### config.mk
export PLATFORM = sky130hd
export DESIGN_NAME = regFile
export DESIGN_NICKNAME = d
export VERILOG_FILES = /design/src/regFile.sv
export SDC_FILE = /design/constraint.sdc
export NUM_CORES = 2
export LEC_CHECK = 0
export BUFFER_PORTS_ARGS = -buffer_cell sky130_fd_sc_hd__buf_2
export CORE_UTILIZATION = 41
export CTS_BUF_LIST = sky130_fd_sc_hd__clkbuf_8
export DETAILED_ROUTE_END_ITERATION = 10
export HOLD_SLACK_MARGIN = 0.05
export SYNTH_ARGS = -nofsm -noshare
export SYNTH_HDL_FRONTEND = slang
export SYNTH_SLANG_ARGS = --single-unit
### constraint.sdc
create_clock -name clk -period 1.8 [get_ports clk]
set_input_delay 0.09 -clock clk [delete_from_list [all_inputs] [get_ports clk]]
set_output_delay 0.09 -clock clk [all_outputs]
set_load 0.02 [all_outputs]
### src/regFile.sv
// Register file
// Thirty-two 32-bit registers with two asynchronous read ports and one
// write port committed on the rising clock edge. Register 0 is hard
// wired to zero and ignores writes.

`default_nettype none

module regFile (
	input  wire logic        clk,
	input  wire logic        arstN,
	input  wire logic        writeEn,
	input  wire logic [4:0]  writeReg,
	input  wire logic [31:0] writeData,
	input  wire logic [4:0]  readRegA,
	input  wire logic [4:0]  readRegB,
	output logic [31:0]      readA,
	output logic [31:0]      readB
);

	logic [31:0] regs [32];

	always_ff @(posedge clk or negedge arstN) begin
		if (!arstN) begin
			for (int i = 0; i < 32; i++) begin
				regs[i] <= '0;
			end
		end else if (writeEn && (writeReg != 5'd0)) begin
			regs[writeReg] <= writeData; // $0 writes are traced upstream but dropped here
		end
	end

	assign readA = regs[readRegA];
	assign readB = regs[readRegB];

	// Holds across any sequence of writes, including writes that target $0
	zeroReadA: assert property (@(posedge clk) disable iff (!arstN)
		(readRegA == 5'd0) |-> (readA == 32'd0));
	zeroReadB: assert property (@(posedge clk) disable iff (!arstN)
		(readRegB == 5'd0) |-> (readB == 32'd0));

endmodule

`default_nettype wire

==> results.sh <==
export IMPL_status="finished, violations left"
export IMPL_violations="setup timing"
export IMPL_initial_core_util_pct=41.3
export IMPL_overflow=0
export IMPL_io_buffers=113
export IMPL_rsz0062_at_grt="true"
export IMPL_synth_seq_cells=1024
export IMPL_area_growth_syn_to_layout_pct=20.8
export IMPL_ios=114
export IMPL_die_w_um=371
export IMPL_clock_sinks=1024
export IMPL_ant_nets=0
export IMPL_cts_tree="yes"
export IMPL_ys_seq_area_share_pct=45.8
export IMPL_hold_violations=0
export IMPL_die_h_um=371
export IMPL_fill_cells=12000
export IMPL_final_common_cell="dfrtp_1"
export IMPL_worst_path_stages=7
export IMPL_max_slew_margin_pct=56.9
export IMPL_worst_pin_slew_ps=647
export IMPL_cts_buffers=176
export IMPL_vias=40500
export IMPL_die_area_sq_mm=0.138
export IMPL_avgSynthCellArea_sq_um=12.2
export IMPL_rr_startpoint="regs[931]"
export IMPL_drtIter0Drc=3204
export IMPL_netlist_cell_type_count=28
export IMPL_layout_common_cells="dfrtp_1 (1,024), mux2i_1 (1,023), mux2_2 (953)"
export IMPL_crit_chain="mux2i_1, a22o_1, nor3_1, a31oi_1, nand3_1, buf_6, buf_6"
export IMPL_track_usage_pct=26.7
export IMPL_rows=135
export IMPL_synthArstFlopShare_pct=100
export IMPL_hp_class="input port to asynchronous set/reset pin"
export IMPL_ys_flop_type="dfrtp_1"
export IMPL_clkTransAtPathRegs_ps=60
export IMPL_netlist_top_cells_area="dfrtp_1 (46%), mux2_2 (19%), mux2i_1 (18%)"
export IMPL_postSynthCellCount=4601
export IMPL_r2r_slack_ps=800
export IMPL_criticalPathCategory="flop to output pin"
export IMPL_grt_pass1_wl_um=275000
export IMPL_drtPass1Iterations=7
export IMPL_routed_wl_um=185000
export IMPL_slowest_stage="dfrtp_1"
export IMPL_final_setup_skew_ps=0
export IMPL_insertion_delay_ps=880
export IMPL_cpLargestDelayFamily="flip-flops"
export IMPL_end_kind="output pin"
export IMPL_largestRegisters="regs (1024)"
export IMPL_largest_reg_flops=1024
export IMPL_cp_endpoint="readB[30]"
export IMPL_setup_tns_ps=-34340
export IMPL_critPathBufInv=2
export IMPL_core_area_sq_mm=0.135
export IMPL_drv_slew=0
export IMPL_crit_start="regs[958]"
export IMPL_post_drt_wl_per_cell_um=27.1
export IMPL_via_per_inst=5.92
export IMPL_layout_drive_gt1_share_pct=39.2
export IMPL_cts_root_buffer="clkbuf_8"
export IMPL_dp_cells=6490
export IMPL_leakage_nw=32.0
export IMPL_setup_viol=64
export IMPL_critPathMaxFanout=3
export IMPL_fin_cells=6842
export IMPL_powerDensity_mw_per_mm2=1000
export IMPL_critPathMaxStageDelay_ps=400
export IMPL_path_common_cell="buf_6"
export IMPL_worst_slack_ps=-656
export IMPL_peakVddDrop_mv=0.847
export IMPL_layout_nets=4962
export IMPL_syn_nets=4651
export IMPL_reg2reg_to="regs[931]"
export IMPL_gp_congestion=0.838
export IMPL_fin_crit_sh_pct=136
export IMPL_period_needed_ps=2460
export IMPL_htreeDepth=4
export IMPL_worstPathArrival_ps=2370
export IMPL_regMostFlops="regs"
export IMPL_synth_edf_count=0
export IMPL_maxCapViolCount=0
export IMPL_yosysTopAreaCell="dfrtp_1"
export IMPL_synth_top_area_share_pct=45.8
export IMPL_timing_fmax_mhz=407
export IMPL_dp_hpwl_um=116000
export IMPL_start_kind="flop"
export IMPL_fin_util_pct=49.9
export IMPL_antenna_found_initial=13
export IMPL_grt_pass1_vias=41000
export IMPL_cts_buffer_depth=3
export IMPL_grt_max_degree=84
export IMPL_yosys_warnings=0
export IMPL_r2r_cells=3
export IMPL_crit_required_ps=1710
export IMPL_synth_area_sq_mm=0.0559
export IMPL_power_w=0.0679
export IMPL_drcViolationCount=0
through the flow:
step	setup slack [ps]	instance area [sq um]	hold WS, ps
after global placement	-387	61800	38.3
after floorplan	306	55900	-206
final	-656	67600	396
after CTS	-696	67300	297
after detailed placement	-359	61800	40.8
after global routing	-746	67600	385
cell type report:
type	count	area, sq um	area share (%)
antenna	12	30.0	0.0444
clock buffer	231	3180	4.71
clock inverter	84	473	0.700
multi-input combinational	3104	29200	43.3
sequential	1024	25600	37.9
tap	1781	2230	3.30
timing repair buffer	606	6800	10.1
cell usage after synthesis (16+ instances only):
library cell and instances:
buf_2 111, nor2_4 16, nor3_1 65, a31oi_1 64, mux2_2 953, mux2_1 39, a22o_1 128, buf_6 48
clkbuf_1 224, buf_4 64, a21oi_1 192, nand2_1 210, a22oi_1 192, dfrtp_1 1024, mux2i_1 1024, buf_1 26
nand3_1 194
cells by family after synthesis:
kind of cell | Yosys count | synth area share, %
DFF | 1024 | 45.8
buffers and inverters | 473 | 4.50
AOI/OAI and AO/OA | 576 | 7.01
muxes | 2016 | 38.3
and+or+nand+nor | 512 | 4.39
worst min-delay path: stages:
cell	delay, ps
dlygate4sd3_1	520
dlygate4sd3_1	590
buf_8	200
buf_4	240
routing by layer:
layer,part of all wire (%),routed length (um),vias to the layer above,global-route usage (%)
met5,0.010,19,-,0
met3,6.0,11200,383,4.70
met2,45,83600,1333,41.2
li1,-,-,17600,-
met1,45,84200,21100,37.1
met4,3.4,6300,4,10.4
worst min-delay path by stage:
stage	depth (start not counted)	endpoint	slack [ps]
6_report	4	regs[728]	400
5_1_grt	3	regs[505]	390
4_1_cts	3	regs[953]	300
3_5_place_dp	1	regs[88]	40
3_3_place_gp	1	regs[88]	40
2_1_floorplan	0	regs[0]	-210
report_power, final:
group	internal (W)	total [W]	switching, W
sequential	0.0274	0.0308	0.00342
combinational	0.00793	0.0150	0.00704
clock	0.0119	0.0220	0.0101
total	0.0472	0.0679	0.0206
repair_timing:
item	CTS	global route
hold endpoints to repair	2016	0
pin swaps	113	116
resized for setup	308	45
hold buffers	45	0
buffers inserted	3	6
endpoints found under the setup margin	64	97
(Power assumes the default switching activity.)
