### src/mipsPkg.sv
// MIPS subset shared definitions
// Instruction word layout, opcode and function encodings, the decoded
// control set, ALU operations, trace records and memory sizes used by
// every block of the single-cycle core.

`default_nettype none

package mipsPkg;

	localparam int imemDepth = 64;                   // Instruction memory words
	localparam int dmemDepth = 64;                   // Data memory words
	localparam int imemAddrW = $clog2(imemDepth);
	localparam int dmemAddrW = $clog2(dmemDepth);
	localparam logic [4:0] linkReg = 5'd31;          // Return address register for jal

	typedef enum logic [5:0] {
		rType  = 6'h00,
		jOp    = 6'h02,
		jalOp  = 6'h03,
		beqOp  = 6'h04,
		bneOp  = 6'h05,
		addiOp = 6'h08,
		oriOp  = 6'h0d,
		luiOp  = 6'h0f,
		lwOp   = 6'h23,
		swOp   = 6'h2b
	} opcodeE;

	typedef enum logic [5:0] {
		sllFn = 6'h00,
		srlFn = 6'h02,
		jrFn  = 6'h08,
		addFn = 6'h20,
		subFn = 6'h22,
		andFn = 6'h24,
		orFn  = 6'h25,
		sltFn = 6'h2a
	} functE;

	typedef enum logic [3:0] {
		aluAdd = 4'd0,
		aluSub = 4'd1,
		aluAnd = 4'd2,
		aluOr  = 4'd3,
		aluSlt = 4'd4,
		aluSll = 4'd5,
		aluSrl = 4'd6,
		aluLui = 4'd7
	} aluOpE;

	// R-type view of the word, the immediate is bits 15:0 and the jump target bits 25:0
	typedef struct packed {
		opcodeE     op;
		logic [4:0] rs;
		logic [4:0] rt;
		logic [4:0] rd;
		logic [4:0] shamt;
		functE      funct;
	} instrT;

	typedef struct packed {
		logic  linkWrite; // Write PC+4 to register 31
		logic  regJump;   // Next PC from rs (jr)
		logic  jump;
		logic  shamtSel;
		logic  regDst;
		logic  aluSrc;
		logic  memToReg;
		logic  regWrite;
		logic  memRead;
		logic  memWrite;
		logic  branchNe;
		logic  branchEq;
		aluOpE aluOp;
	} ctrlT;

	typedef struct packed {
		logic [4:0]  regNum;
		logic [31:0] data;
	} wbTraceT;

	typedef struct packed {
		logic [dmemAddrW-1:0] wordAddr;
		logic [31:0]          data;
	} storeTraceT;

endpackage

`default_nettype wire

### src/controlUnit.sv
// Main decoder
// Maps the opcode, and for R-type the function code, to the full set
// of control signals including the final ALU operation. Opcodes and
// functions outside the supported subset give an all-zero control set
// so the instruction has no effect.

`default_nettype none

module controlUnit (
	input  wire mipsPkg::instrT instr,
	output mipsPkg::ctrlT       ctrl
);

	always_comb begin
		case (instr.op)
			mipsPkg::rType: begin
				case (instr.funct)
					mipsPkg::sllFn:
						ctrl = '{shamtSel: 1'b1, regDst: 1'b1, regWrite: 1'b1,
							aluOp: mipsPkg::aluSll, default: 1'b0};
					mipsPkg::srlFn:
						ctrl = '{shamtSel: 1'b1, regDst: 1'b1, regWrite: 1'b1,
							aluOp: mipsPkg::aluSrl, default: 1'b0};
					mipsPkg::jrFn:
						ctrl = '{regJump: 1'b1, aluOp: mipsPkg::aluAdd, default: 1'b0};
					mipsPkg::addFn:
						ctrl = '{regDst: 1'b1, regWrite: 1'b1, aluOp: mipsPkg::aluAdd,
							default: 1'b0};
					mipsPkg::subFn:
						ctrl = '{regDst: 1'b1, regWrite: 1'b1, aluOp: mipsPkg::aluSub,
							default: 1'b0};
					mipsPkg::andFn:
						ctrl = '{regDst: 1'b1, regWrite: 1'b1, aluOp: mipsPkg::aluAnd,
							default: 1'b0};
					mipsPkg::orFn:
						ctrl = '{regDst: 1'b1, regWrite: 1'b1, aluOp: mipsPkg::aluOr,
							default: 1'b0};
					mipsPkg::sltFn:
						ctrl = '{regDst: 1'b1, regWrite: 1'b1, aluOp: mipsPkg::aluSlt,
							default: 1'b0};
					default:
						ctrl = '0; // Unsupported function acts as a nop
				endcase
			end
			mipsPkg::addiOp:
				ctrl = '{aluSrc: 1'b1, regWrite: 1'b1, aluOp: mipsPkg::aluAdd, default: 1'b0};
			mipsPkg::oriOp:
				ctrl = '{aluSrc: 1'b1, regWrite: 1'b1, aluOp: mipsPkg::aluOr, default: 1'b0};
			mipsPkg::luiOp:
				ctrl = '{aluSrc: 1'b1, regWrite: 1'b1, aluOp: mipsPkg::aluLui, default: 1'b0};
			mipsPkg::lwOp:
				ctrl = '{aluSrc: 1'b1, memToReg: 1'b1, regWrite: 1'b1, memRead: 1'b1,
					aluOp: mipsPkg::aluAdd, default: 1'b0};
			mipsPkg::swOp:
				ctrl = '{aluSrc: 1'b1, memWrite: 1'b1, aluOp: mipsPkg::aluAdd, default: 1'b0};
			mipsPkg::jOp:
				ctrl = '{jump: 1'b1, aluOp: mipsPkg::aluAdd, default: 1'b0};
			mipsPkg::jalOp:
				ctrl = '{linkWrite: 1'b1, jump: 1'b1, regWrite: 1'b1,
					aluOp: mipsPkg::aluAdd, default: 1'b0};
			mipsPkg::beqOp:
				ctrl = '{branchEq: 1'b1, aluOp: mipsPkg::aluSub, default: 1'b0};
			mipsPkg::bneOp:
				ctrl = '{branchNe: 1'b1, aluOp: mipsPkg::aluSub, default: 1'b0};
			default:
				ctrl = '0;
		endcase
	end

endmodule

`default_nettype wire

### config.mk
export PLATFORM = sky130hd
export DESIGN_NAME = controlUnit
export DESIGN_NICKNAME = d
export VERILOG_FILES = /design/src/mipsPkg.sv /design/src/controlUnit.sv
export SDC_FILE = /design/constraint.sdc
export NUM_CORES = 1
export LEC_CHECK = 0
export ABC_AREA = 1
export BUFFER_PORTS_ARGS = -buffer_cell sky130_fd_sc_hd__buf_2
export CAP_MARGIN = 20
export CORE_AREA = 2 2 39 41
export DETAILED_ROUTE_END_ITERATION = 6
export DIE_AREA = 0 0 41 43
export PLACE_DENSITY = 0.83
export SYNTH_ARGS = -nofsm -noshare
export SYNTH_HDL_FRONTEND = slang
export SYNTH_SLANG_ARGS = --single-unit
### constraint.sdc
create_clock -name vclk -period 0.8
set_input_delay 0.04 -clock vclk [all_inputs]
set_output_delay 0.04 -clock vclk [all_outputs]
set_load 0.005 [all_outputs]
==> impl_metrics.ini <==
[sta]
rsz0062_at_grt = yes
post-route-period-util_pct = 116.8
finalHoldViolCount = 0
max_freq_mhz = 1071
maxSlewViolCount = 0
worst_slack_ns = -0.1340
timing.hold.ws_ns = 0.3856
fin_tns_setup_ns = -0.6412
setup_violations = 7
layout_min_cycle_time_ns = 0.9340

[cells_and_area]
seq_area_um2 = 0
multi_input_area_um2 = 446.7
fin_nets = 149
fill_cells = 106
areaGrowthSynthToFinish_pct = 149.8
mostFrequentLayoutCells = buf_2, buf_4, buf_6, nor2_4, nand2_1
final_common_cell = buf_2
nFlopsAndLatches = 0
drive_gt1_share_pct = 69.57
diodes = 0
nClkBuffers = 0

[global_routing]
grt_first_pass_wirelength_mm = 2.408
gr-usage-all-layers_pct = 18.18
grt_pass1_vias = 582
antenna_found_initial = 0
grt_max_degree = 6
grt_overflow = 0

[place]
globalplace.congestion = 0.7605
io_buffer_count = 27
dp_hpwl_um = 947.4
place_ws_ns = -0.2152

[routing]
vias = 665
wire_per_inst_um = 13.18
antenna_left = 0
routed_wl_mm = 1.727
route.detailed.drc = 0
viasPerCell = 5.076
dr.pass1.iters = 4
drt_iter0_markers = 23

[synthesis]
synth_cells = 75
syn_area_um2 = 351.6
synth.distinct_cells = 17
syn_area_per_cell_um2 = 4.688
synth_top_area_cell = nand3_1
yosysSeqAreaShare_pct = 0
synth_fp_nets = 107
synth_area_leaders = nand3_1, nor2_1, nand2_1, inv_1, buf_4
netlist.area_leader.share_pct = 21.35
yosys_warnings = 0

[hold_path]
hold_class = in -> out

[cts]
cts_hold_buf = 0

[job]
drv_cap = 0

[worst_setup_path]
cp-startpoint = instr[1]
crit_type = in -> out
worstPathArrival_ns = 0.89
cp.required_ns = 0.76
cp-end-kind = primary output
start_kind = primary input
crit_end = ctrl[8]
worstPathMaxFanout = 3

[floorplan]
die_y_um = 43
die_x_um = 41
die-area_um2 = 1763
row_count = 14
initial_utilization_pct = 25.41
core-area_um2 = 1384
ioPinCount = 48

[power]
power_density_nw_per_um2 = 385.2
p_leak_nw = 0.4887
vdd.ir_drop.worst_uv = 174.5
power_mw = 0.3384

[status]
status = finished with violations
violations = setup timing
[synth_stat cells]
master,count
inv_1,13
nand3_1,15
nand3b_1,1
nand4_1,2
nand2_1,14
buf_4,2
inv_2,2
nor2_1,16
nor3_1,1
or2_1,1
nor2_2,2
nor4_2,1
nor4b_2,1
and3_1,1
o21ai_0,1
conb_1,1
nor4_1,1
[kinds of logic (layout without fill, tap and decap cells)]
family                 Yosys count  count (layout)  synth area share (%)
and+or+nand+nor                 56              56                 77.22
buffers and inverters           17              57                 20.29
other                            1               1                 1.067
AOI/OAI and AO/OA                1               1                 1.422
[metrics by stage]
step	std cells	instance area, um^2	util [%]
floorplan	75	351.6	-
global placement	124	551.8	39.87
detailed placement	124	551.8	39.87
CTS	127	782.0	56.51
global route	131	878.3	63.47
finish	131	878.3	63.47
[final cells by class]
| cell class | instances | area share, % |
|---|---|---|
| Inverter | 15 | 7.550 |
| Multi-Input combinational cell | 58 | 50.85 |
| Timing Repair Buffer | 42 | 39.32 |
| Tap cell | 16 | 2.279 |
[critical path: stages]
cell and delay, ns:
buf_8 0.11, inv_4 0.05, nor2_4 0.03, buf_4 0.13
nand3_4 0.08, nand2_2 0.06, nor2_1 0.10, nand2_1 0.05
nand2_1 0.07, nand2_1 0.05, buf_2 0.12
[timing repair]
| item | CTS | global route |
|---|---|---|
| cloned | 0 | 0 |
| gates resized for setup | 58 | 21 |
| hold endpoints to repair | 0 | 0 |
| setup buffers | 3 | 4 |
| pin swaps | 20 | 19 |
| endpoints found under the setup margin | 13 | 15 |
[worst min path at each step]
| stage | startpoint | to | slack (ns) | cells past startpoint |
|---|---|---|---|---|
| after floorplan | instr[27] | ctrl[5] | 0.10 | 1 |
| after global placement | instr[26] | ctrl[4] | 0.38 | 3 |
| after detailed placement | instr[26] | ctrl[4] | 0.37 | 3 |
| after CTS | instr[5] | ctrl[14] | 0.43 | 5 |
| after global routing | instr[26] | ctrl[4] | 0.41 | 3 |
| final | instr[26] | ctrl[4] | 0.39 | 3 |
[power breakdown]
group,switching (mW),total [mW],internal (mW),leakage (nW)
Clock,0,0,0,0
Sequential,0,0,0,0
Combinational,0.172,0.338,0.167,0.489
Total,0.172,0.338,0.167,0.489
[layer usage]
| layer | part of all wire (%) | wire length, um | GRT usage (%) |
|---|---|---|---|
| met5 | 0 | 0 | 0 |
| met2 | 51 | 875 | 31.56 |
| met1 | 40 | 686 | 25.00 |
| met4 | 3.2 | 55 | 0 |
| met3 | 6.3 | 109 | 1.047 |
(Power assumes the default switching activity.)
