### config.mk
export PLATFORM = sky130hd
export DESIGN_NAME = dataMemory
export DESIGN_NICKNAME = d
export VERILOG_FILES = /design/src/mipsPkg.sv /design/src/dataMemory.sv
export SDC_FILE = /design/constraint.sdc
export NUM_CORES = 2
export LEC_CHECK = 0
export ABC_AREA = 0
export ABC_CLOCK_PERIOD_IN_PS = 4450
export BUFFER_PORTS_ARGS = -buffer_cell sky130_fd_sc_hd__buf_4
export CAP_MARGIN = 10
export CORE_MARGIN = 1
export CORE_UTILIZATION = 60
export CTS_CLUSTER_DIAMETER = 150
export DETAILED_ROUTE_END_ITERATION = 10
export MAX_ROUTING_LAYER = met4
export PLACE_DENSITY = 0.88
export SLEW_MARGIN = 20
export SYNTH_ARGS = -nofsm -noshare
export SYNTH_HDL_FRONTEND = slang
export SYNTH_SLANG_ARGS = --single-unit
export TNS_END_PERCENT = 10
### constraint.sdc
create_clock -name clk -period 4.45 [get_ports clk]
set_clock_uncertainty 0.05 [all_clocks]
set_input_delay 1.335 -clock clk [delete_from_list [all_inputs] [get_ports clk]]
set_output_delay 1.335 -clock clk [all_outputs]
set_load 0.005 [all_outputs]
### src/mipsPkg.sv
// MIPS subset shared definitions
// Instruction word layout, opcode and function encodings, the decoded
// control set, ALU operations, trace records and memory sizes used by
// every block of the single-cycle core.

`default_nettype none

package mipsPkg;

	localparam int imemDepth = 64;                   // Instruction memory words
	localparam int dmemDepth = 64;                   // Data memory words
	localparam int imemAddrW = $clog2(imemDepth);
	localparam int dmemAddrW = $clog2(dmemDepth);
	localparam logic [4:0] linkReg = 5'd31;          // Return address register for jal

	typedef enum logic [5:0] {
		rType  = 6'h00,
		jOp    = 6'h02,
		jalOp  = 6'h03,
		beqOp  = 6'h04,
		bneOp  = 6'h05,
		addiOp = 6'h08,
		oriOp  = 6'h0d,
		luiOp  = 6'h0f,
		lwOp   = 6'h23,
		swOp   = 6'h2b
	} opcodeE;

	typedef enum logic [5:0] {
		sllFn = 6'h00,
		srlFn = 6'h02,
		jrFn  = 6'h08,
		addFn = 6'h20,
		subFn = 6'h22,
		andFn = 6'h24,
		orFn  = 6'h25,
		sltFn = 6'h2a
	} functE;

	typedef enum logic [3:0] {
		aluAdd = 4'd0,
		aluSub = 4'd1,
		aluAnd = 4'd2,
		aluOr  = 4'd3,
		aluSlt = 4'd4,
		aluSll = 4'd5,
		aluSrl = 4'd6,
		aluLui = 4'd7
	} aluOpE;

	// R-type view of the word, the immediate is bits 15:0 and the jump target bits 25:0
	typedef struct packed {
		opcodeE     op;
		logic [4:0] rs;
		logic [4:0] rt;
		logic [4:0] rd;
		logic [4:0] shamt;
		functE      funct;
	} instrT;

	typedef struct packed {
		logic  linkWrite; // Write PC+4 to register 31
		logic  regJump;   // Next PC from rs (jr)
		logic  jump;
		logic  shamtSel;
		logic  regDst;
		logic  aluSrc;
		logic  memToReg;
		logic  regWrite;
		logic  memRead;
		logic  memWrite;
		logic  branchNe;
		logic  branchEq;
		aluOpE aluOp;
	} ctrlT;

	typedef struct packed {
		logic [4:0]  regNum;
		logic [31:0] data;
	} wbTraceT;

	typedef struct packed {
		logic [dmemAddrW-1:0] wordAddr;
		logic [31:0]          data;
	} storeTraceT;

endpackage

`default_nettype wire

### src/dataMemory.sv
// Data memory and trace output
// Word-addressed data memory written on the clock edge and read
// asynchronously. Also forms the writeback and store trace pulses,
// which are high during the cycle whose edge commits the write.

`default_nettype none

module dataMemory (
	input  wire logic        clk,
	input  wire logic        arstN,
	input  wire logic        run,
	input  wire logic        memWrite,
	input  wire logic        memRead,
	input  wire logic        regWrite,
	input  wire logic [31:0] addr,
	input  wire logic [31:0] writeData,
	input  wire logic [4:0]  wbReg,
	input  wire logic [31:0] wbData,
	output logic [31:0]      readData,
	output logic             wbValid,
	output mipsPkg::wbTraceT wbTrace,
	output logic             storeValid,
	output mipsPkg::storeTraceT storeTrace
);

	logic [31:0] dmem [mipsPkg::dmemDepth];
	logic [mipsPkg::dmemAddrW-1:0] wordAddr;

	assign wordAddr = addr[mipsPkg::dmemAddrW+1:2]; // Upper address bits wrap

	always_ff @(posedge clk or negedge arstN) begin
		if (!arstN) begin
			for (int i = 0; i < mipsPkg::dmemDepth; i++) begin
				dmem[i] <= '0;
			end
		end else if (memWrite && run) begin
			dmem[wordAddr] <= writeData;
		end
	end

	assign readData = memRead ? dmem[wordAddr] : 32'd0;

	assign wbValid = regWrite && run;
	assign wbTrace = '{regNum: wbReg, data: wbData};
	assign storeValid = memWrite && run;
	assign storeTrace = '{wordAddr: wordAddr, data: writeData};

	// Base register plus offset from the program must land on a word boundary
	wordAccess: assert property (@(posedge clk) disable iff (!arstN)
		(run && (memWrite || memRead)) |-> (addr[1:0] == 2'b00));

endmodule

`default_nettype wire

==> reports/summary.md <==
• clock buffer count from CTS: 195
• clock tree from TritonCTS: done
• Seq/Total Area, Yosys: 55.0%
• violations in the final reports: design-rule violations, negative setup slack
• Worst Path Max Fanout: 12
• type of the setup path with the least slack: in -> out
• FILL cells: 8421
• fin worst setup slack: -939 ps
• combined area of the multi-input logic cells: 0.0399 sq mm
• Buffers on Ports: 115
• global placer's final weighted congestion: 0.950
• total via count in the routed design: 70600
• cell type with the highest aggregate area in the netlist: dfrtp_1
• crit path capture type: primary output
• number of cells after detailed placement: 8760
• setup repair after global routing missed its margin: true
• residual antenna-violating net count after detailed routing: 0
• count of boundary I/O pins: 216
• Routed WL: 344000 um
• result of the run: complete, but fails checks
• Post-synth EDFFs: 0
• startpoint of the worst register-to-register path: dmem[1381]
• number of remaining DRC errors: 96
• area of the placeable core: 0.154 sq mm
• leading register cell type out of synthesis: dfrtp_1
• cell area after synthesis: 0.0933 sq mm
• setup TNS after final layout: -25240 ps
• Chip Width: 396 um
• clock insertion delay at the later pin of the skew report: 860 ps
• Setup-failing EPs final: 32
• Worst Hold Class: in -> async
• highest achievable clock rate: 186 MHz
• PwrDens: 402 mW/mm^2
• headroom to the max-slew limit: 17.9%
• clock transition time at the flip-flop clock pins of the worst setup and hold paths: 60 ps
• peak supply drop: 0.398 mV
• top post-synthesis cells by area: dfrtp_1, mux2_2, mux4_2, a22oi_1, a221oi_1
• register with the most flip-flops: dmem
• number of hold violations in the final report: 0
• total area of sequential cells: 0.0512 sq mm
• vias in the first global route: 73100
• Total GRT Usage: 42.6%
• number of flip-flops under the largest register name: 2048
• count of placed standard cells in the final layout, fillers left out: 9213
• share of async-settable or async-resettable flops after synthesis: 100%
• height of the chip: 396 um
• buffer type at the clock tree root: clkbuf_16
• largest net degree at the start of global routing: 96
• critical path required time: 3060 ps
• Num Clock Sinks: 2048
• smallest hold slack: 334 ps
• setup slack of the most critical reg-to-reg path: 3500 ps
• area of the die: 0.157 sq mm
• synth cell count leaders: dfrtp_1, mux2_2, a22oi_1, clkbuf_1, buf_2
• post-DR wirelength/cell: 37.4 um
• detailed-router iteration count before antenna repair: 11
• Yosys warning total: 0
• number of cells produced by synthesis: 6767
• arrival time at the worst endpoint: 4000 ps
• kind of start point of the critical path: primary input
• initial core utilization: 60.5%
• final count of pins violating max slew: 0
• initial antenna violation count: 22
• NumNets Final: 7095
• worst setup timing slack at the placement stage: -806 ps
• Final HPWL DP: 180000 um
• Cell variety after synth: 52
• worst slew pin tran: 1230 ps
• area fraction of the dominant cell type after synthesis: 55.0%
• worst r2r path cells: 1
• synthesized area per cell: 13.8 sq um
• mean number of vias per cell: 7.66
• fraction of layout instances using a drive strength above 1: 49.5%
• H-tree depth reported by CTS: 4
• cell chain of the critical path: buf_16 -> buf_12 -> buf_4 -> nor2b_4 -> buf_12 -> buf_6 -> buf_16 -> a221oi_1 -> a21oi_1 -> o21ai_1 -> nand2_2 -> o41a_1 -> buf_4
• violation count after the first detailed-routing iteration: 11100
• Clock Tree Buf Depth: 3
• Leakage Power: 50.9 nW
• standard-cell row count: 144
• ratio of final minimum period to clock period: 121%
• layout overhead on the synthesized area: 17.0%
• Remaining Overflow, GRT: 0
• max-capacitance violation count: 0
• global-route wire length before repair: 480000 um
• endpoint of the worst register-to-register path: dmem[1381]
• number of synthesized register bits: 2048
• leading registers by flop count: dmem (2048)
• standard cell with the maximum stage delay on the critical path: o41a_1
• minimum clock period: 5390 ps
• delay of the slowest critical-path stage: 480 ps
• most used standard cell by instance count after synthesis: dfrtp_1
• post-synthesis net count: 6874
==> kinds of logic (layout without fill, tap and decap cells) <==
| family | after synthesis | count (layout) | share of synthesized area [%] |
|---|---|---|---|
| buffers and inverters | 804 | 1178 | 4.18 |
| muxes | 2397 | 2397 | 30.2 |
| AOI/OAI and AO/OA | 1212 | 1212 | 9.08 |
| other | 0 | 26 | 0 |
| and+or+nand+nor | 306 | 308 | 1.56 |
| DFF | 2048 | 2048 | 55.0 |
==> through the flow <==
stage               area [sq um]  power (mW)  utilization (%)
finish                    109000        43.9             70.7
detailed placement         99700        25.8             64.6
global placement           99700        25.4             64.6
floorplan                  93300        23.8                -
CTS                       108000        42.9             70.0
global route              109000        44.7             70.7
==> timing repair <==
action,4_1_cts,5_1_grt
hold buffers,0,0
setup buffers,36,24
endpoints found under the setup margin,32,32
gates resized for setup,239,165
pin swaps,82,70
endpoints found under the hold margin,0,0
gates cloned,15,2
==> worst max path at each step <==
| stage | startpoint | endpoint | slack (ps) |
|---|---|---|---|
| 2_1_floorplan | addr[3] | readData[15] | 80 |
| 3_3_place_gp | addr[3] | readData[23] | -820 |
| 3_5_place_dp | addr[4] | readData[2] | -810 |
| 4_1_cts | addr[4] | readData[4] | -620 |
| 5_1_grt | addr[2] | readData[24] | -1100 |
| 6_report | addr[2] | readData[8] | -940 |
==> cells in the final DEF, fill, tap and decap left out, types with 147 or more instances in the layout <==
cell       Yosys  final
a21oi_1      268    222
a221oi_1     230    169
a22oi_1      337    276
buf_12         0    147
buf_4        117    607
clkbuf_16      0    199
dfrtp_1     2048   2048
mux2_1       158    158
mux2_2      1963   1963
mux2i_1      153    153
==> area by class of cell <==
| class | instances | share of cell area, % |
|---|---|---|
| sequential | 2048 | 47.0 |
| multi-input combinational | 3917 | 36.6 |
| timing repair buffer | 824 | 7.97 |
| clock buffer | 303 | 5.37 |
| tap | 2044 | 2.34 |
| clock inverter | 49 | 0.652 |
| antenna | 26 | 0.0597 |
| inverter | 2 | 0.00803 |
==> critical path, delay by kind of cell <==
| kind | cells | cell delay [ps] |
|---|---|---|
| buf+inv | 7 | 1060 |
| simple gates | 2 | 240 |
| compound gates | 4 | 1330 |
==> where the power goes <==
group | internal [mW] | leakage (nW) | total (mW) | switching (mW)
clock network | 9.62 | 3.22 | 17.4 | 7.81
logic | 2.34 | 19.8 | 5.23 | 2.89
registers | 20.1 | 27.9 | 21.2 | 1.05
total | 32.1 | 50.9 | 43.9 | 11.7
==> per-layer routing <==
metal	up-vias	GRT usage (%)	part of all wire, %
li1	25600	-	-
met1	35100	48.3	31
met2	6879	59.2	42
met3	3006	18.8	16
met4	0	32.3	10
met5	-	-	0
No activity file was read; power rests on OpenSTA's default activity.
