[src/mipsPkg.sv]
// MIPS subset shared definitions
// Instruction word layout, opcode and function encodings, the decoded
// control set, ALU operations, trace records and memory sizes used by
// every block of the single-cycle core.

`default_nettype none

package mipsPkg;

	localparam int imemDepth = 64;                   // Instruction memory words
	localparam int dmemDepth = 64;                   // Data memory words
	localparam int imemAddrW = $clog2(imemDepth);
	localparam int dmemAddrW = $clog2(dmemDepth);
	localparam logic [4:0] linkReg = 5'd31;          // Return address register for jal

	typedef enum logic [5:0] {
		rType  = 6'h00,
		jOp    = 6'h02,
		jalOp  = 6'h03,
		beqOp  = 6'h04,
		bneOp  = 6'h05,
		addiOp = 6'h08,
		oriOp  = 6'h0d,
		luiOp  = 6'h0f,
		lwOp   = 6'h23,
		swOp   = 6'h2b
	} opcodeE;

	typedef enum logic [5:0] {
		sllFn = 6'h00,
		srlFn = 6'h02,
		jrFn  = 6'h08,
		addFn = 6'h20,
		subFn = 6'h22,
		andFn = 6'h24,
		orFn  = 6'h25,
		sltFn = 6'h2a
	} functE;

	typedef enum logic [3:0] {
		aluAdd = 4'd0,
		aluSub = 4'd1,
		aluAnd = 4'd2,
		aluOr  = 4'd3,
		aluSlt = 4'd4,
		aluSll = 4'd5,
		aluSrl = 4'd6,
		aluLui = 4'd7
	} aluOpE;

	// R-type view of the word, the immediate is bits 15:0 and the jump target bits 25:0
	typedef struct packed {
		opcodeE     op;
		logic [4:0] rs;
		logic [4:0] rt;
		logic [4:0] rd;
		logic [4:0] shamt;
		functE      funct;
	} instrT;

	typedef struct packed {
		logic  linkWrite; // Write PC+4 to register 31
		logic  regJump;   // Next PC from rs (jr)
		logic  jump;
		logic  shamtSel;
		logic  regDst;
		logic  aluSrc;
		logic  memToReg;
		logic  regWrite;
		logic  memRead;
		logic  memWrite;
		logic  branchNe;
		logic  branchEq;
		aluOpE aluOp;
	} ctrlT;

	typedef struct packed {
		logic [4:0]  regNum;
		logic [31:0] data;
	} wbTraceT;

	typedef struct packed {
		logic [dmemAddrW-1:0] wordAddr;
		logic [31:0]          data;
	} storeTraceT;

endpackage

`default_nettype wire

[src/instrFetch.sv]
// Instruction fetch
// Holds the program counter and the instruction memory. The memory is
// filled through a load strobe while the core is halted and is read
// asynchronously at the current PC. The next PC is picked from jr,
// jump, taken branch or the sequential address.

`default_nettype none

module instrFetch (
	input  wire logic                          clk,
	input  wire logic                          arstN,
	input  wire logic                          run,
	input  wire logic                          loadEn,
	input  wire logic [mipsPkg::imemAddrW-1:0] loadAddr,
	input  wire mipsPkg::instrT                loadData,
	input  wire mipsPkg::ctrlT                 ctrl,
	input  wire logic                          zero,
	input  wire logic [31:0]                   regTarget,
	output mipsPkg::instrT                     instr,
	output logic [31:0]                        pc,
	output logic [31:0]                        pcPlus4
);

	mipsPkg::instrT imem [mipsPkg::imemDepth];
	logic [31:0] pcNext;
	logic [31:0] branchTarget;
	logic [31:0] jumpTarget;
	logic [15:0] imm;

	always_ff @(posedge clk or negedge arstN) begin
		if (!arstN) begin
			for (int i = 0; i < mipsPkg::imemDepth; i++) begin
				imem[i] <= '0; // Zero words decode as sll $0, a nop
			end
		end else if (loadEn) begin
			imem[loadAddr] <= loadData;
		end
	end

	assign instr = imem[pc[mipsPkg::imemAddrW+1:2]];
	assign imm = instr[15:0];

	assign pcPlus4 = pc + 32'd4;
	assign branchTarget = pcPlus4 + {{14{imm[15]}}, imm, 2'b00};
	assign jumpTarget = {pcPlus4[31:28], instr[25:0], 2'b00}; // Stays in the current 256 MB region

	always_comb begin
		if (ctrl.regJump) begin
			pcNext = regTarget;
		end else if (ctrl.jump) begin
			pcNext = jumpTarget;
		end else if ((ctrl.branchEq && zero) || (ctrl.branchNe && !zero)) begin
			pcNext = branchTarget;
		end else begin
			pcNext = pcPlus4;
		end
	end

	always_ff @(posedge clk or negedge arstN) begin
		if (!arstN) begin
			pc <= '0;
		end else if (run) begin
			pc <= pcNext; // Low run freezes the PC
		end
	end

	// A jr to a misaligned register value would break word fetch
	pcAligned: assert property (@(posedge clk) disable iff (!arstN) pc[1:0] == 2'b00);

	// Program loading happens only while the core is halted
	loadWhileIdle: assert property (@(posedge clk) disable iff (!arstN) !(loadEn && run));

endmodule

`default_nettype wire

[config.mk]
export PLATFORM = sky130hd
export DESIGN_NAME = instrFetch
export DESIGN_NICKNAME = d
export VERILOG_FILES = /design/src/mipsPkg.sv /design/src/instrFetch.sv
export SDC_FILE = /design/constraint.sdc
export NUM_CORES = 2
export LEC_CHECK = 0
export BUFFER_PORTS_ARGS = -buffer_cell sky130_fd_sc_hd__buf_2
export CORE_ASPECT_RATIO = 0.8
export CORE_MARGIN = 1.5
export CORE_UTILIZATION = 50
export CTS_CLUSTER_DIAMETER = 80
export DETAILED_ROUTE_END_ITERATION = 6
export PLACE_DENSITY_LB_ADDON = 0.2
export SETUP_SLACK_MARGIN = 0.2
export SYNTH_ARGS = -nofsm -noshare
export SYNTH_HDL_FRONTEND = slang
export SYNTH_SLANG_ARGS = --single-unit
[constraint.sdc]
create_clock -name clk -period 5 [get_ports clk]
set_input_delay 0.75 -clock clk [delete_from_list [all_inputs] [get_ports clk]]
set_output_delay 0.75 -clock clk [all_outputs]
set_load 0.02 [all_outputs]
==> impl_metrics.csv <==
group,metric,value,unit
clock_network,cts_buffers,200,
power,power_switching_share,27.1,%
clock_network,clock_path_buffers,3,
detailed_routing,wl,287,mm
timing,setup_violations,7,
die,die_h,395,um
min_path,hold_path_depth,2,
logic_synthesis,synth_edf_count,0,
global_routing,grt_pass1_vias,57865,
global_routing,grt_max_degree,142,
timing,drv_slew,0,
clock_network,path_clk_slew,0.07,ns
power,pwr-share-comb,22.4,%
die,row_count,143,
logic_synthesis,syn_avg_cell_area,16.1,um2
cells_and_area,nNetsFinal,6319,
die,io_pins,187,
cells_and_area,instances_no_fill,8897,
logic_synthesis,synth_top_area_share,54.1,%
detailed_routing,wl_per_cell,32.2,um
power,p_total,46.2,mW
die,core,191000,um2
power,ir_drop,309,uV
min_path,hp-start,"regTarget[1]",
logic_synthesis,ys_ff_latch,2080,
setup_path,cp-end-kind,"flip-flop",
timing,setup-tns-final,-0.891,ns
place,dp_cells,8408,
logic_synthesis,async_flop_share,100,%
power,power.density,416,nW/um2
setup_path,slowest_stage,"mux4_2",
timing,timing.final.ws_setup,-0.219,ns
logic_synthesis,ys.flop_type,"dfrtp_1",
setup_path,ff2ff_setup_slack,-0.22,ns
run_status,outcome,"finished, violations left",
cells_and_area,fillerInstances,14409,
power,power_frac_seq,43.7,%
logic_synthesis,synthDistinctLibCells,60,
clock_network,cts_tree,"done",
cells_and_area,drive_gt1_share,59.9,%
logic_synthesis,ys_warn_count,0,
setup_path,max_stage_delay,0.54,ns
logic_synthesis,syn_nets,6094,
timing,worst_pin_slew,1.26,ns
setup_path,reg2reg_from,"pc[2]$_DFFE_PN0P_",
setup_path,reg2reg_depth,23,
timing,hold-worst-slack,0.180,ns
place,dp_hpwl,168,mm
setup_path,crit_arrival,5.94,ns
job,max-cap-violations,0,
clock_network,cts.root.buffer_cell,"clkbuf_16",
cells_and_area,design_area,111000,um2
die,dieArea,195000,um2
cells_and_area,final_util,58.3,%
global_routing,grt_antenna_before_repair,14,
global_routing,grt_overflow,0,
detailed_routing,via_per_inst,6.34,
power,p_leak,50.8,nW
timing,rsz0062_at_grt,"yes",
detailed_routing,ant_nets,0,
place,dpl-instance-area,102000,um2
power,p_int,33.7,mW
global_routing,grt_pass1_wl,416,mm
clock_network,clock_latency,0.85,ns
timing,slew_headroom,15.7,%
cells_and_area,area_growth_syn_to_layout,15.6,%
place,place_ws,-0.142,ns
detailed_routing,initialDrtViolationCount,5098,
timing,fmax,0.192,GHz
setup_path,critPathLaunchType,"flip-flop",
logic_synthesis,synthCells,5972,
min_path,hold_end,"pc[1]$_DFFE_PN0P_",
detailed_routing,drc,0,
logic_synthesis,yosysTopAreaCell,"dfrtp_1",
timing,fin_skew,0.0257,ns
timing,post-route-period-util,104,%
setup_path,crit_top_cell,"buf_4",
min_path,hold_class,"in2reg",
setup_path,crit_path_max_fanout,6,
die,start_util,50.5,%
logic_synthesis,ys_seq_area_share,54.1,%
logic_synthesis,synthTopCellsByCount,"dfrtp_1 (2080), mux2_2 (2051), mux4_2 (670)",
setup_path,r2r_end,"pc[13]$_DFFE_PN0P_",
power,p_switching,12.5,mW
die,die_w,493,um
timing,fin_crit,5.22,ns
clock_network,clock-sinks,2080,
setup_path,critical_path_required,5.72,ns
logic_synthesis,syn_area,96100,um2
run_status,violations,"negative setup slack",
logic_synthesis,synth_most_common_cell,"dfrtp_1",
global_routing,grt_util_all_layers,29.5,%
clock_network,h-tree-depth,4,
place,portBuffers,174,
detailed_routing,first_pass_iters,7,
setup_path,worstPathCellList,"buf_16 > buf_12 > buf_12 > buf_12 > mux4_2 > mux4_2 > mux4_2 > buf_12 > ha_4 > a21oi_2 > o21ai_1 > buf_4 > buf_4 > buf_4 > buf_4 > buf_4 > buf_4 > buf_4 > buf_4 > a211o_1 > xnor2_1 > o2111a_1 > nor2_1",
timing,finalHoldViolations,0,
logic_synthesis,synth_area_leaders,"dfrtp_1 (54%), mux2_2 (24%), mux4_2 (16%)",
power,power_frac_clock,33.9,%
detailed_routing,num_vias,56402,
place,gp_congestion,0.882,
setup_path,criticalPathCategory,"reg2reg",
[final cells by class]
class	instances	area [um2]	share of cell area [%]
sequential	2080	52100	46.8
tap	2537	3170	2.86
timing repair buffer	620	6490	5.84
antenna	5	12.5	0.0113
multi-input combinational	3278	42600	38.3
inverter	17	63.8	0.0574
clock buffer	299	5930	5.34
clock inverter	61	786	0.707
[per-layer routing]
layer	global-route usage (%)	share of wire [%]
met1	43.6	44
met2	44.6	46
met3	5.55	6.8
met4	8.41	3.0
met5	0	0.0094
[flip-flops by register name, indices dropped and copies added (netlist names)]
name and cells:
imem 2048, pc 32
[repair_timing]
item	CTS	global route
cloned	13	14
setup endpoints to repair	44	50
pin swaps	22	51
setup buffers	59	37
hold endpoints to repair	61	0
gates resized for setup	170	83
hold buffers	1	0
[worst max-delay path by stage]
stage | startpoint | endpoint | slack (ns)
global placement | pc[2]$_DFFE_PN0P_ | pc[31]$_DFFE_PN0P_ | -0.16
CTS | pc[2]$_DFFE_PN0P_ | pc[31]$_DFFE_PN0P_ | -0.09
global route | pc[2]$_DFFE_PN0P_ | pc[13]$_DFFE_PN0P_ | -0.29
finish | pc[2]$_DFFE_PN0P_ | pc[13]$_DFFE_PN0P_ | -0.22
detailed placement | pc[2]$_DFFE_PN0P_ | pc[31]$_DFFE_PN0P_ | -0.14
floorplan | pc[2]$_DFFE_PN0P_ | pc[31]$_DFFE_PN0P_ | 0.20
[placed cells by master (no fill, tap or decap), drive strengths merged, types with 4 or more instances in the layout]
cell	netlist	layout
a221oi	7	7
o21a	9	9
a21o	19	19
mux2i	7	7
o31ai	5	5
clkinv	0	35
inv	17	21
nand4	8	8
bufinv	0	15
nor3	13	13
o21bai	4	4
a211oi	14	14
xnor2	32	32
clkinvlp	0	7
nand2	85	85
or3	5	5
nor2b	8	8
ha	30	30
o221ai	5	5
a31oi	9	9
nor2	117	117
mux2	2051	2051
o211ai	5	5
a21oi	45	45
xor2	15	15
clkbuf	410	309
o21ai	26	26
and3	8	8
mux4	670	670
buf	187	606
and2	6	6
dfrtp	2080	2080
nand3	27	27
diode	0	5
[power by group through the flow]
stage / Sequential, mW / Combinational (mW) / Clock, mW
2_1_floorplan: 20.1 / 6.32 / 0
3_3_place_gp: 20.3 / 9.02 / 0
3_5_place_dp: 20.5 / 9.21 / 0
4_1_cts: 20.2 / 9.91 / 15.9
5_1_grt: 20.5 / 11.0 / 16.6
6_report: 20.2 / 10.4 / 15.6
[critical path, delay by kind of cell (launching register included)]
| kind | cells | cell delay (ns) |
|---|---|---|
| AND/OR/NAND/NOR | 1 | 0.04 |
| flip-flops | 1 | 0.52 |
| buffers and inverters | 13 | 1.76 |
| XOR/XNOR | 1 | 0.19 |
| AO/OA/AOI/OAI | 4 | 0.79 |
| multiplexers | 3 | 1.51 |
| adder cells (fa/ha/maj) | 1 | 0.27 |
[cell families after synthesis]
group | Yosys count | share of synthesized area, %
flip-flops | 2080 | 54.1
adder cells (fa/ha/maj) | 31 | 0.411
XOR/XNOR | 47 | 0.428
buffers and inverters | 614 | 2.61
multiplexers | 2728 | 39.8
AO/OA/AOI/OAI | 178 | 1.27
AND/OR/NAND/NOR | 294 | 1.36
Power figures use the tool's default switching activity.
