<file path="config.mk">
export PLATFORM = sky130hd
export DESIGN_NAME = aluUnit
export DESIGN_NICKNAME = d
export VERILOG_FILES = /design/src/mipsPkg.sv /design/src/aluUnit.sv
export SDC_FILE = /design/constraint.sdc
export NUM_CORES = 1
export LEC_CHECK = 0
export BUFFER_PORTS_ARGS = -buffer_cell sky130_fd_sc_hd__buf_2
export CORE_MARGIN = 2
export CORE_UTILIZATION = 35
export DETAILED_ROUTE_END_ITERATION = 16
export PLACE_DENSITY = 0.53
export SYNTH_ARGS = -nofsm -noshare
export SYNTH_HDL_FRONTEND = slang
export SYNTH_SLANG_ARGS = --single-unit
</file>
<file path="constraint.sdc">
create_clock -name vclk -period 5.35
set_clock_uncertainty 0.2 [all_clocks]
set_input_delay 0.535 -clock vclk [all_inputs]
set_output_delay 0.535 -clock vclk [all_outputs]
set_load 0.005 [all_outputs]
</file>
<file path="src/mipsPkg.sv">
// MIPS subset shared definitions
// Instruction word layout, opcode and function encodings, the decoded
// control set, ALU operations, trace records and memory sizes used by
// every block of the single-cycle core.

`default_nettype none

package mipsPkg;

	localparam int imemDepth = 64;                   // Instruction memory words
	localparam int dmemDepth = 64;                   // Data memory words
	localparam int imemAddrW = $clog2(imemDepth);
	localparam int dmemAddrW = $clog2(dmemDepth);
	localparam logic [4:0] linkReg = 5'd31;          // Return address register for jal

	typedef enum logic [5:0] {
		rType  = 6'h00,
		jOp    = 6'h02,
		jalOp  = 6'h03,
		beqOp  = 6'h04,
		bneOp  = 6'h05,
		addiOp = 6'h08,
		oriOp  = 6'h0d,
		luiOp  = 6'h0f,
		lwOp   = 6'h23,
		swOp   = 6'h2b
	} opcodeE;

	typedef enum logic [5:0] {
		sllFn = 6'h00,
		srlFn = 6'h02,
		jrFn  = 6'h08,
		addFn = 6'h20,
		subFn = 6'h22,
		andFn = 6'h24,
		orFn  = 6'h25,
		sltFn = 6'h2a
	} functE;

	typedef enum logic [3:0] {
		aluAdd = 4'd0,
		aluSub = 4'd1,
		aluAnd = 4'd2,
		aluOr  = 4'd3,
		aluSlt = 4'd4,
		aluSll = 4'd5,
		aluSrl = 4'd6,
		aluLui = 4'd7
	} aluOpE;

	// R-type view of the word, the immediate is bits 15:0 and the jump target bits 25:0
	typedef struct packed {
		opcodeE     op;
		logic [4:0] rs;
		logic [4:0] rt;
		logic [4:0] rd;
		logic [4:0] shamt;
		functE      funct;
	} instrT;

	typedef struct packed {
		logic  linkWrite; // Write PC+4 to register 31
		logic  regJump;   // Next PC from rs (jr)
		logic  jump;
		logic  shamtSel;
		logic  regDst;
		logic  aluSrc;
		logic  memToReg;
		logic  regWrite;
		logic  memRead;
		logic  memWrite;
		logic  branchNe;
		logic  branchEq;
		aluOpE aluOp;
	} ctrlT;

	typedef struct packed {
		logic [4:0]  regNum;
		logic [31:0] data;
	} wbTraceT;

	typedef struct packed {
		logic [dmemAddrW-1:0] wordAddr;
		logic [31:0]          data;
	} storeTraceT;

endpackage

`default_nettype wire

</file>
<file path="src/aluUnit.sv">
// Arithmetic and logic unit
// Executes the decoded ALU operation on two 32-bit operands. Shifts act
// on operand B, with the amount taken from the instruction shamt field
// or from operand A. Also flags a zero result for branch decisions.

`default_nettype none

module aluUnit (
	input  wire mipsPkg::aluOpE aluOp,
	input  wire logic           shamtSel,
	input  wire logic [4:0]     shamt,
	input  wire logic [31:0]    operandA,
	input  wire logic [31:0]    operandB,
	output logic [31:0]         result,
	output logic                zero
);

	logic [4:0] shiftAmount;

	// Register-sourced amount keeps the path ready for variable shifts
	assign shiftAmount = shamtSel ? shamt : operandA[4:0];

	always_comb begin
		case (aluOp)
			mipsPkg::aluAdd: begin
				result = operandA + operandB;
			end
			mipsPkg::aluSub: begin
				result = operandA - operandB; // Also drives the beq and bne compare
			end
			mipsPkg::aluAnd: begin
				result = operandA & operandB;
			end
			mipsPkg::aluOr: begin
				result = operandA | operandB;
			end
			mipsPkg::aluSlt: begin
				result = ($signed(operandA) < $signed(operandB)) ? 32'd1 : 32'd0;
			end
			mipsPkg::aluSll: begin
				result = operandB << shiftAmount;
			end
			mipsPkg::aluSrl: begin
				result = operandB >> shiftAmount; // Logical, zeros shift in
			end
			mipsPkg::aluLui: begin
				result = {operandB[15:0], 16'h0000};
			end
			default: begin
				result = 32'd0;
			end
		endcase
	end

	assign zero = (result == 32'd0);

endmodule

`default_nettype wire

</file>
==> results of run 1 <==
## power breakdown
| group | total, mW | internal [mW] | switching [mW] | leakage, nW |
|---|---|---|---|---|
| combinational | 1.42 | 0.573 | 0.845 | 5.11 |
| clock | 0 | 0 | 0 | 0 |
| sequential | 0 | 0 | 0 | 0 |
| total | 1.42 | 0.573 | 0.845 | 5.11 |
## cells in the mapped netlist, types with 8 or more instances
library cell    n
a211oi_1       23
a21o_1         26
a21oi_1        93
a221o_1         8
a221oi_1       13
a31oi_1        21
and2_1          8
and3_1         11
buf_1          10
buf_2          18
clkbuf_1       56
ha_1          104
inv_1          96
mux2_2          9
mux2i_1        67
mux4_2         43
nand2_1       107
nand2b_1        9
nand3_1        25
nand4_1        13
nor2_1        110
nor2b_1        11
nor3_1         29
nor4_1         14
o2111ai_1       9
o211ai_1       25
o21ai_0        72
o221ai_1       20
o22ai_1        22
o311ai_0        9
or3_1           9
xnor2_1        13
## stage by stage
stage	hold WS [ns]	total power, mW	setup TNS [ns]
after floorplan	1.08	0.750	0
after global routing	1.63	1.49	0
final	1.60	1.42	0
after detailed placement	1.59	1.33	-0.0483
after global placement	1.59	1.34	-0.123
after CTS	1.59	1.34	0
## path summary, 6_finish.rpt
| check | end | slack, ns | from | cells past startpoint |
|---|---|---|---|---|
| setup / recovery | zero | 0.17 | operandB[17] | 16 |
| hold / removal | result[30] | 1.60 | operandA[29] | 6 |
## timing repair
action / in CTS / in global routing
endpoints found under the setup margin: 1 / 1
gates resized for setup: 2 / 45
gates cloned: 0 / 1
buffers inserted: 3 / 5
pin swaps: 0 / 8
## cell type report
| type | count | area share |
|---|---|---|
| Multi-Input combinational cell | 1064 | 0.751 |
| Timing Repair Buffer | 292 | 0.180 |
| Tap cell | 330 | 0.0367 |
| Inverter | 96 | 0.0320 |
## critical path, cell delays in order
cell	delay [ns]
buf_2	0.12
inv_1	0.17
ha_1	0.28
or4_4	0.55
or4_4	0.46
a21oi_4	0.16
nor2_1	0.06
mux2i_1	0.15
o22ai_1	0.10
or3_4	0.37
or4_1	0.54
nor4_2	0.27
buf_4	0.16
nand4bb_1	0.14
nor4_2	0.22
buf_2	0.15
## layer usage
metal  track usage  wire, µm  vias to the layer above
met5             0         0                        -
met4         0.188      3390                        0
met3        0.0475      4870                      164
met2         0.585     22300                      837
met1         0.493     21000                     5696
li1              -         -                     5208
## logic make-up (layout without fill, tap and decap cells)
| group | Yosys count | in the layout |
|---|---|---|
| compound gates | 438 | 438 |
| simple gates | 376 | 376 |
| buf+inv | 190 | 388 |
| mux | 127 | 127 |
| fa+ha+maj | 106 | 106 |
| xor+xnor | 17 | 17 |
==> flow_summary.json, run 1 <==
{
  "initial_utilization": 0.358,
  "grt_setup_unrepaired": "no",
  "max-vdd-ir-drop_mv": 0.0420,
  "critPathCaptureType": "output port",
  "path_max_fanout": 3,
  "dp_cells": 1773,
  "yosysUniqueCellTypes": 84,
  "multi_input_area_um2": 8450,
  "synth_top_family_by_area": "compound AO/OA/AOI/OAI gates",
  "fill_cells": 2645,
  "finalSetupViolations": 0,
  "synthMuxAreaShare": 0.211,
  "power_density_nw_per_um2": 126,
  "antenna_found_initial": 1,
  "nClkBuffers": 0,
  "path_class": "in -> out",
  "first_global_vias": 11000,
  "flops_and_latches": 0,
  "maxCapViolCount": 0,
  "vias": 11900,
  "synthTopCellsByArea": "ha_1 (14%), mux4_2 (11%), mux2i_1 (7.4%)",
  "status": "finished, final reports clean",
  "io_buffers": 107,
  "core_um2": 25300,
  "ys_warn_count": 0,
  "fin_cells": 1782,
  "syn_to_final_growth_pct": 24.5,
  "max_freq_mhz": 193,
  "vias_per_cell": 6.68,
  "holdCritPathClass": "in -> out",
  "synth_top_area_frac": 0.144,
  "p_leak_nw": 5.11,
  "syn_area_um2": 9040,
  "route.detailed.drc": 0,
  "first_pass_iters": 8,
  "finalCritPeriodShare": 0.969,
  "post_route_cells_drive_above_1_share": 0.279,
  "synthAdderAreaFrac": 0.148,
  "ctsHoldBuffers": 0,
  "overflow": 0,
  "hold_viol": 0,
  "grt_usage": 0.370,
  "fin_nets": 1634,
  "avgSynthCellArea_um2": 7.21,
  "drtIter0Drc": 1524,
  "synth_simple_gate_area_frac": 0.200,
  "gp_congestion": 1.03,
  "ant_nets": 0,
  "fin_util": 0.445,
  "synth_nets": 1434,
  "worst_pin_slew_ns": 0.728,
  "register_area_um2": 0,
  "cp.required_ns": 4.62,
  "synth-compound-area-share": 0.334,
  "slew_viol_final": 0,
  "placed_area_um2": 11000,
  "yosys.area.top_type": "ha_1",
  "avgRoutedWirePerCell_um": 28.9,
  "grt_pass1_wl_mm": 74.1,
  "io_pins": 107,
  "diodes": 0,
  "die_area_um2": 27100,
  "post-place-ws_ns": -0.0483,
  "wirelength_mm": 51.6,
  "hpwl_mm": 42.3,
  "synth-seq-area-share": 0,
  "fin_area_um2": 11200,
  "final_cell_mix": "buf_4 (176), nor2_1 (109), nand2_1 (107), buf_2 (107), ha_1 (100)",
  "setup_ws_ns": 0.166,
  "fp-row-count": 58,
  "synth_cells": 1254,
  "relSlewSlack": 0.511,
  "fp.dieH_um": 165,
  "die_x_um": 165,
  "grt_max_degree": 49,
  "final_common_cell": "buf_4",
  "period_minus_slack_ns": 5.18,
  "arrival_ns": 4.45,
  "synthXorXnorAreaFrac": 0.0165,
  "critPathLaunchType": "input pin"
}
Note: power is estimated with default switching activity, not from simulation.
==> inputs of run 2 (changes only) <==
--- a/config.mk
+++ b/config.mk
@@ -5,7 +5,7 @@
 export SDC_FILE = /design/constraint.sdc
 export NUM_CORES = 1
 export LEC_CHECK = 0
-export BUFFER_PORTS_ARGS = -buffer_cell sky130_fd_sc_hd__buf_2
+export BUFFER_PORTS_ARGS = -buffer_cell sky130_fd_sc_hd__buf_4
 export CORE_MARGIN = 2
 export CORE_UTILIZATION = 35
 export DETAILED_ROUTE_END_ITERATION = 16
==> run 2 against run 1 <==
  * Maximum frequency is 0.20% lower
  * Count of clock-buffer cells in the layout stayed put
  * Critical path depth is 1 lower
==> flow_summary.json, run 2 (synthesis gave the netlist of run 1 again) <==
{
  "status": "finished, final reports clean",
  "slew_viol_final": 0,
  "arrival_ns": 4.46,
  "crit_buf_inv": 5,
  "io_buffers": 107,
  "fin_tns_setup_ns": 0,
  "fp.dieH_um": 165,
  "grt_pass1_wl_mm": 74.4,
  "overflow": 0,
  "worst_path_max_delay_cell": "mux4_2",
  "antenna_found_initial": 0,
  "flops_and_latches": 0,
  "diodes": 0,
  "die_x_um": 165,
  "ant_nets": 0,
  "holdCritPathClass": "in -> out",
  "power_density_nw_per_um2": 124,
  "grt_setup_unrepaired": "no",
  "relSlewSlack": 0.225,
  "vias_per_cell": 6.63,
  "gp_congestion": 1.05,
  "die_area_um2": 27100,
  "final_common_cell": "buf_4",
  "critPathCaptureType": "output port",
  "fp-row-count": 58,
  "hpwl_mm": 41.8,
  "drtIter0Drc": 1542,
  "hp-start": "operandB[2]",
  "cp_cell_sequence": "buf_4 -> mux2i_4 -> buf_12 -> buf_4 -> mux4_2 -> mux2i_1 -> mux2i_1 -> a221o_1 -> a211oi_1 -> nand4b_1 -> nor4_4 -> buf_4 -> nand4bb_1 -> nor4_2 -> buf_4",
  "grt_max_degree": 29,
  "path_class": "in -> out",
  "post_route_cells_drive_above_1_share": 0.272,
  "hold_viol": 0,
  "wirelength_mm": 50.8,
  "final_cell_mix": "buf_4 (290), nor2_1 (108), nand2_1 (107)",
  "period_minus_slack_ns": 5.19,
  "max_freq_mhz": 193,
  "worst_pin_slew_ns": 1.15,
  "register_area_um2": 0,
  "syn_to_final_growth_pct": 27.6,
  "avgRoutedWirePerCell_um": 28.4,
  "first_global_vias": 11200,
  "nClkBuffers": 0,
  "max-vdd-ir-drop_mv": 0.0452,
  "first_pass_iters": 6,
  "cp.required_ns": 4.62,
  "p_leak_nw": 5.22,
  "critical-path-top-delay-family": "multiplexers",
  "setup_ws_ns": 0.156,
  "holdPathStages": 4,
  "vias": 11900,
  "initial_utilization": 0.358,
  "fin_nets": 1642,
  "max_stage_delay_ns": 0.52,
  "critPathLaunchType": "input pin",
  "finalSetupViolations": 0,
  "holdPathEnd": "result[18]",
  "maxCapViolCount": 0,
  "post-place-ws_ns": -0.156,
  "io_pins": 107,
  "path_max_fanout": 5,
  "route.detailed.drc": 0,
  "ctsHoldBuffers": 0,
  "core_um2": 25300,
  "grt_usage": 0.369,
  "finalCritPeriodShare": 0.971,
  "path_common_cell": "buf_4"
}
## run 2: cell types whose count changed in the layout (fill, tap and decap cells not counted), sizes merged
cell and delta:
clkbuf -1, buf +9
## run 2: worst max path at each step
stage	start	to	slack, ns	cells past startpoint
detailed placement	shamtSel	zero	-0.16	16
CTS	operandA[1]	zero	0.01	18
global route	shamtSel	zero	0.005	16
finish	shamtSel	zero	0.16	15
global placement	shamtSel	zero	-0.18	14
floorplan	operandB[12]	zero	0.71	14
## run 2: worst min-delay path, stage by stage
cell	delay, ns
buf_4	0.16
a222oi_1	0.16
o311ai_0	0.24
buf_4	0.16
## run 2: final cells by class
type | instances | area [µm²]
Timing Repair Buffer | 300 | 2360
Inverter | 96 | 360
Tap cell | 330 | 413
Fill cell | 2664 | 13700
Multi-Input combinational cell | 1064 | 8390
## run 2: timing repair
item / 4_1_cts / 5_1_grt
endpoints found under the setup margin: 1 / 1
endpoints found under the hold margin: 0 / 0
resized for setup: 1 / 29
buffers inserted: 2 / 4
pin swaps: 0 / 7
## run 2: report_power, final
part / switching [mW] / leakage [nW] / total (mW) / internal [mW]
combinational: 0.831 / 5.22 / 1.43 / 0.602
clock: 0 / 0 / 0 / 0
sequential: 0 / 0 / 0 / 0
## run 2: routing by layer
metal,GRT usage,wire length [µm]
met5,0,0
met4,0.175,3180
met3,0.0374,4970
met2,0.591,22300
met1,0.498,20300
## run 2: through the flow
step | util | std cells | hold WS, ns | power (mW) | cell area (µm²)
after CTS | 0.450 | 1786 | 1.57 | 1.37 | 11400
after global placement | 0.449 | 1784 | 1.57 | 1.36 | 11300
after detailed placement | 0.449 | 1784 | 1.56 | 1.36 | 11300
after floorplan | - | 1254 | 1.08 | 0.750 | 9040
final | 0.456 | 1790 | 1.58 | 1.43 | 11500
after global routing | 0.456 | 1790 | 1.61 | 1.51 | 11500
==> inputs of run 3 (changes only) <==
--- a/config.mk
+++ b/config.mk
@@ -7,9 +7,10 @@
 export LEC_CHECK = 0
 export BUFFER_PORTS_ARGS = -buffer_cell sky130_fd_sc_hd__buf_4
 export CORE_MARGIN = 2
-export CORE_UTILIZATION = 35
+export CORE_UTILIZATION = 40
 export DETAILED_ROUTE_END_ITERATION = 16
-export PLACE_DENSITY = 0.53
+export PLACE_DENSITY = 0.59
+export RECOVER_POWER = 25
 export SYNTH_ARGS = -nofsm -noshare
 export SYNTH_HDL_FRONTEND = slang
 export SYNTH_SLANG_ARGS = --single-unit
==> run 3 against run 2 <==
  * Count of clock-buffer cells in the layout unchanged
  * Highest routed layer unchanged
  * Core utilization up 6.4 points
  * Design area down 0.62%
  * First-iteration DRC count down 2.7%
  * Setup slack worse by 0.012 ns
  * Final cell count down 3.3%
  * Global-route usage up 4.1 points
  * Die area down 12%
  * Maximum frequency down 0.23%
  * Flip-flop and latch count unchanged
==> flow_summary.json, run 3 (synthesis gave the netlist of run 1 again) <==
{
  "max_freq_mhz": 192,
  "overflow": 0,
  "gr-usage-met3": 0.0572,
  "final_common_cell": "buf_4",
  "period_minus_slack_ns": 5.21,
  "critical-path-top-delay-family": "simple AND/OR/NAND/NOR gates",
  "antenna_found_initial": 0,
  "drtIter0Drc": 1500,
  "post_route_cells_drive_above_1_share": 0.277,
  "worst_pin_slew_ns": 0.923,
  "gr-max-usage-layer": "met2",
  "nClkBuffers": 0,
  "finalCritPeriodShare": 0.973,
  "critPathLaunchType": "input pin",
  "fin_nets": 1632,
  "fp-row-count": 54,
  "grt_pass1_wl_mm": 74.0,
  "arrival_ns": 4.47,
  "cp_cell_sequence": "buf_4 -> mux2i_4 -> buf_4 -> mux4_2 -> mux2i_2 -> buf_4 -> o22ai_1 -> or4_1 -> nor4_2 -> nand4b_1 -> nor4_4 -> buf_4 -> nand4bb_1 -> nor4_2 -> buf_4",
  "grt_usage": 0.411,
  "holdWs_ns": 1.56,
  "gr-usage-met2": 0.647,
  "syn_to_final_growth_pct": 26.8,
  "wirelength_mm": 50.6,
  "maxCapViolCount": 0,
  "path_common_cell": "buf_4",
  "core_um2": 22000,
  "fin_util": 0.520,
  "final_cell_mix": "buf_4 (279), nor2_1 (110), nand2_1 (107)",
  "ant_nets": 0,
  "critPathCaptureType": "output port",
  "grt_max_degree": 78,
  "vias": 11800,
  "die_area_um2": 23800,
  "route.detailed.drc": 0,
  "path_class": "in -> out",
  "io_buffers": 107,
  "worst_path_max_delay_cell": "or4_1",
  "first_global_vias": 11100,
  "die_x_um": 154,
  "finalSetupViolations": 0,
  "path_max_fanout": 7,
  "holdCritPathClass": "in -> out",
  "fp.dieH_um": 154,
  "cp.required_ns": 4.62,
  "slew_viol_final": 0,
  "avgRoutedWirePerCell_um": 29.2,
  "crit_buf_inv": 5,
  "max_stage_delay_ns": 0.57,
  "gp_congestion": 1.04,
  "initial_utilization": 0.410,
  "gr-usage-met1": 0.556,
  "register_area_um2": 0,
  "first_pass_iters": 6,
  "relSlewSlack": 0.380,
  "status": "finished, final reports clean",
  "io_pins": 107,
  "flops_and_latches": 0,
  "vias_per_cell": 6.82,
  "hold_viol": 0,
  "hpwl_mm": 41.4
}
run 3: path summary, 6_finish.rpt:
kind,from,end,slack [ns],cells after the start
setup / recovery,shamtSel,zero,0.14,15
hold / removal,aluOp[3],result[13],1.56,4
run 3: metal layers:
| metal | share of wire | wire [µm] |
|---|---|---|
| met3 | 0.098 | 4960 |
| met4 | 0.061 | 3060 |
| met5 | 0 | 0 |
| met2 | 0.44 | 22200 |
| met1 | 0.40 | 20400 |
run 3: metrics by stage:
step                cell area [µm²]  setup slack [ns]  instances  setup TNS (ns)
finish                        11500             0.144       1731               0
global route                  11500           -0.0151       1730         -0.0151
CTS                           11200           0.00124       1725               0
detailed placement            11200            -0.252       1720          -0.252
global placement              11200            -0.180       1720          -0.180
floorplan                      9040             0.709       1254               0
run 3: final cells by class:
cell class | instances | area (µm²)
timing repair buffer | 290 | 2270
tap | 280 | 350
inverter | 96 | 360
multi-input combinational | 1064 | 8470
fill | 2224 | 10600
antenna | 1 | 2.50
run 3: what timing repair did:
item / CTS / global route
hold buffers: 0 / 0
setup endpoints to repair: 1 / 1
gates resized for setup: 3 / 45
setup buffers: 5 / 5
cloned: 0 / 0
pin swaps: 0 / 9
run 3: tightest hold or removal path, cell delays in order:
cell	delay, ns
buf_4	0.17
nor3_1	0.17
a21o_1	0.21
buf_4	0.13
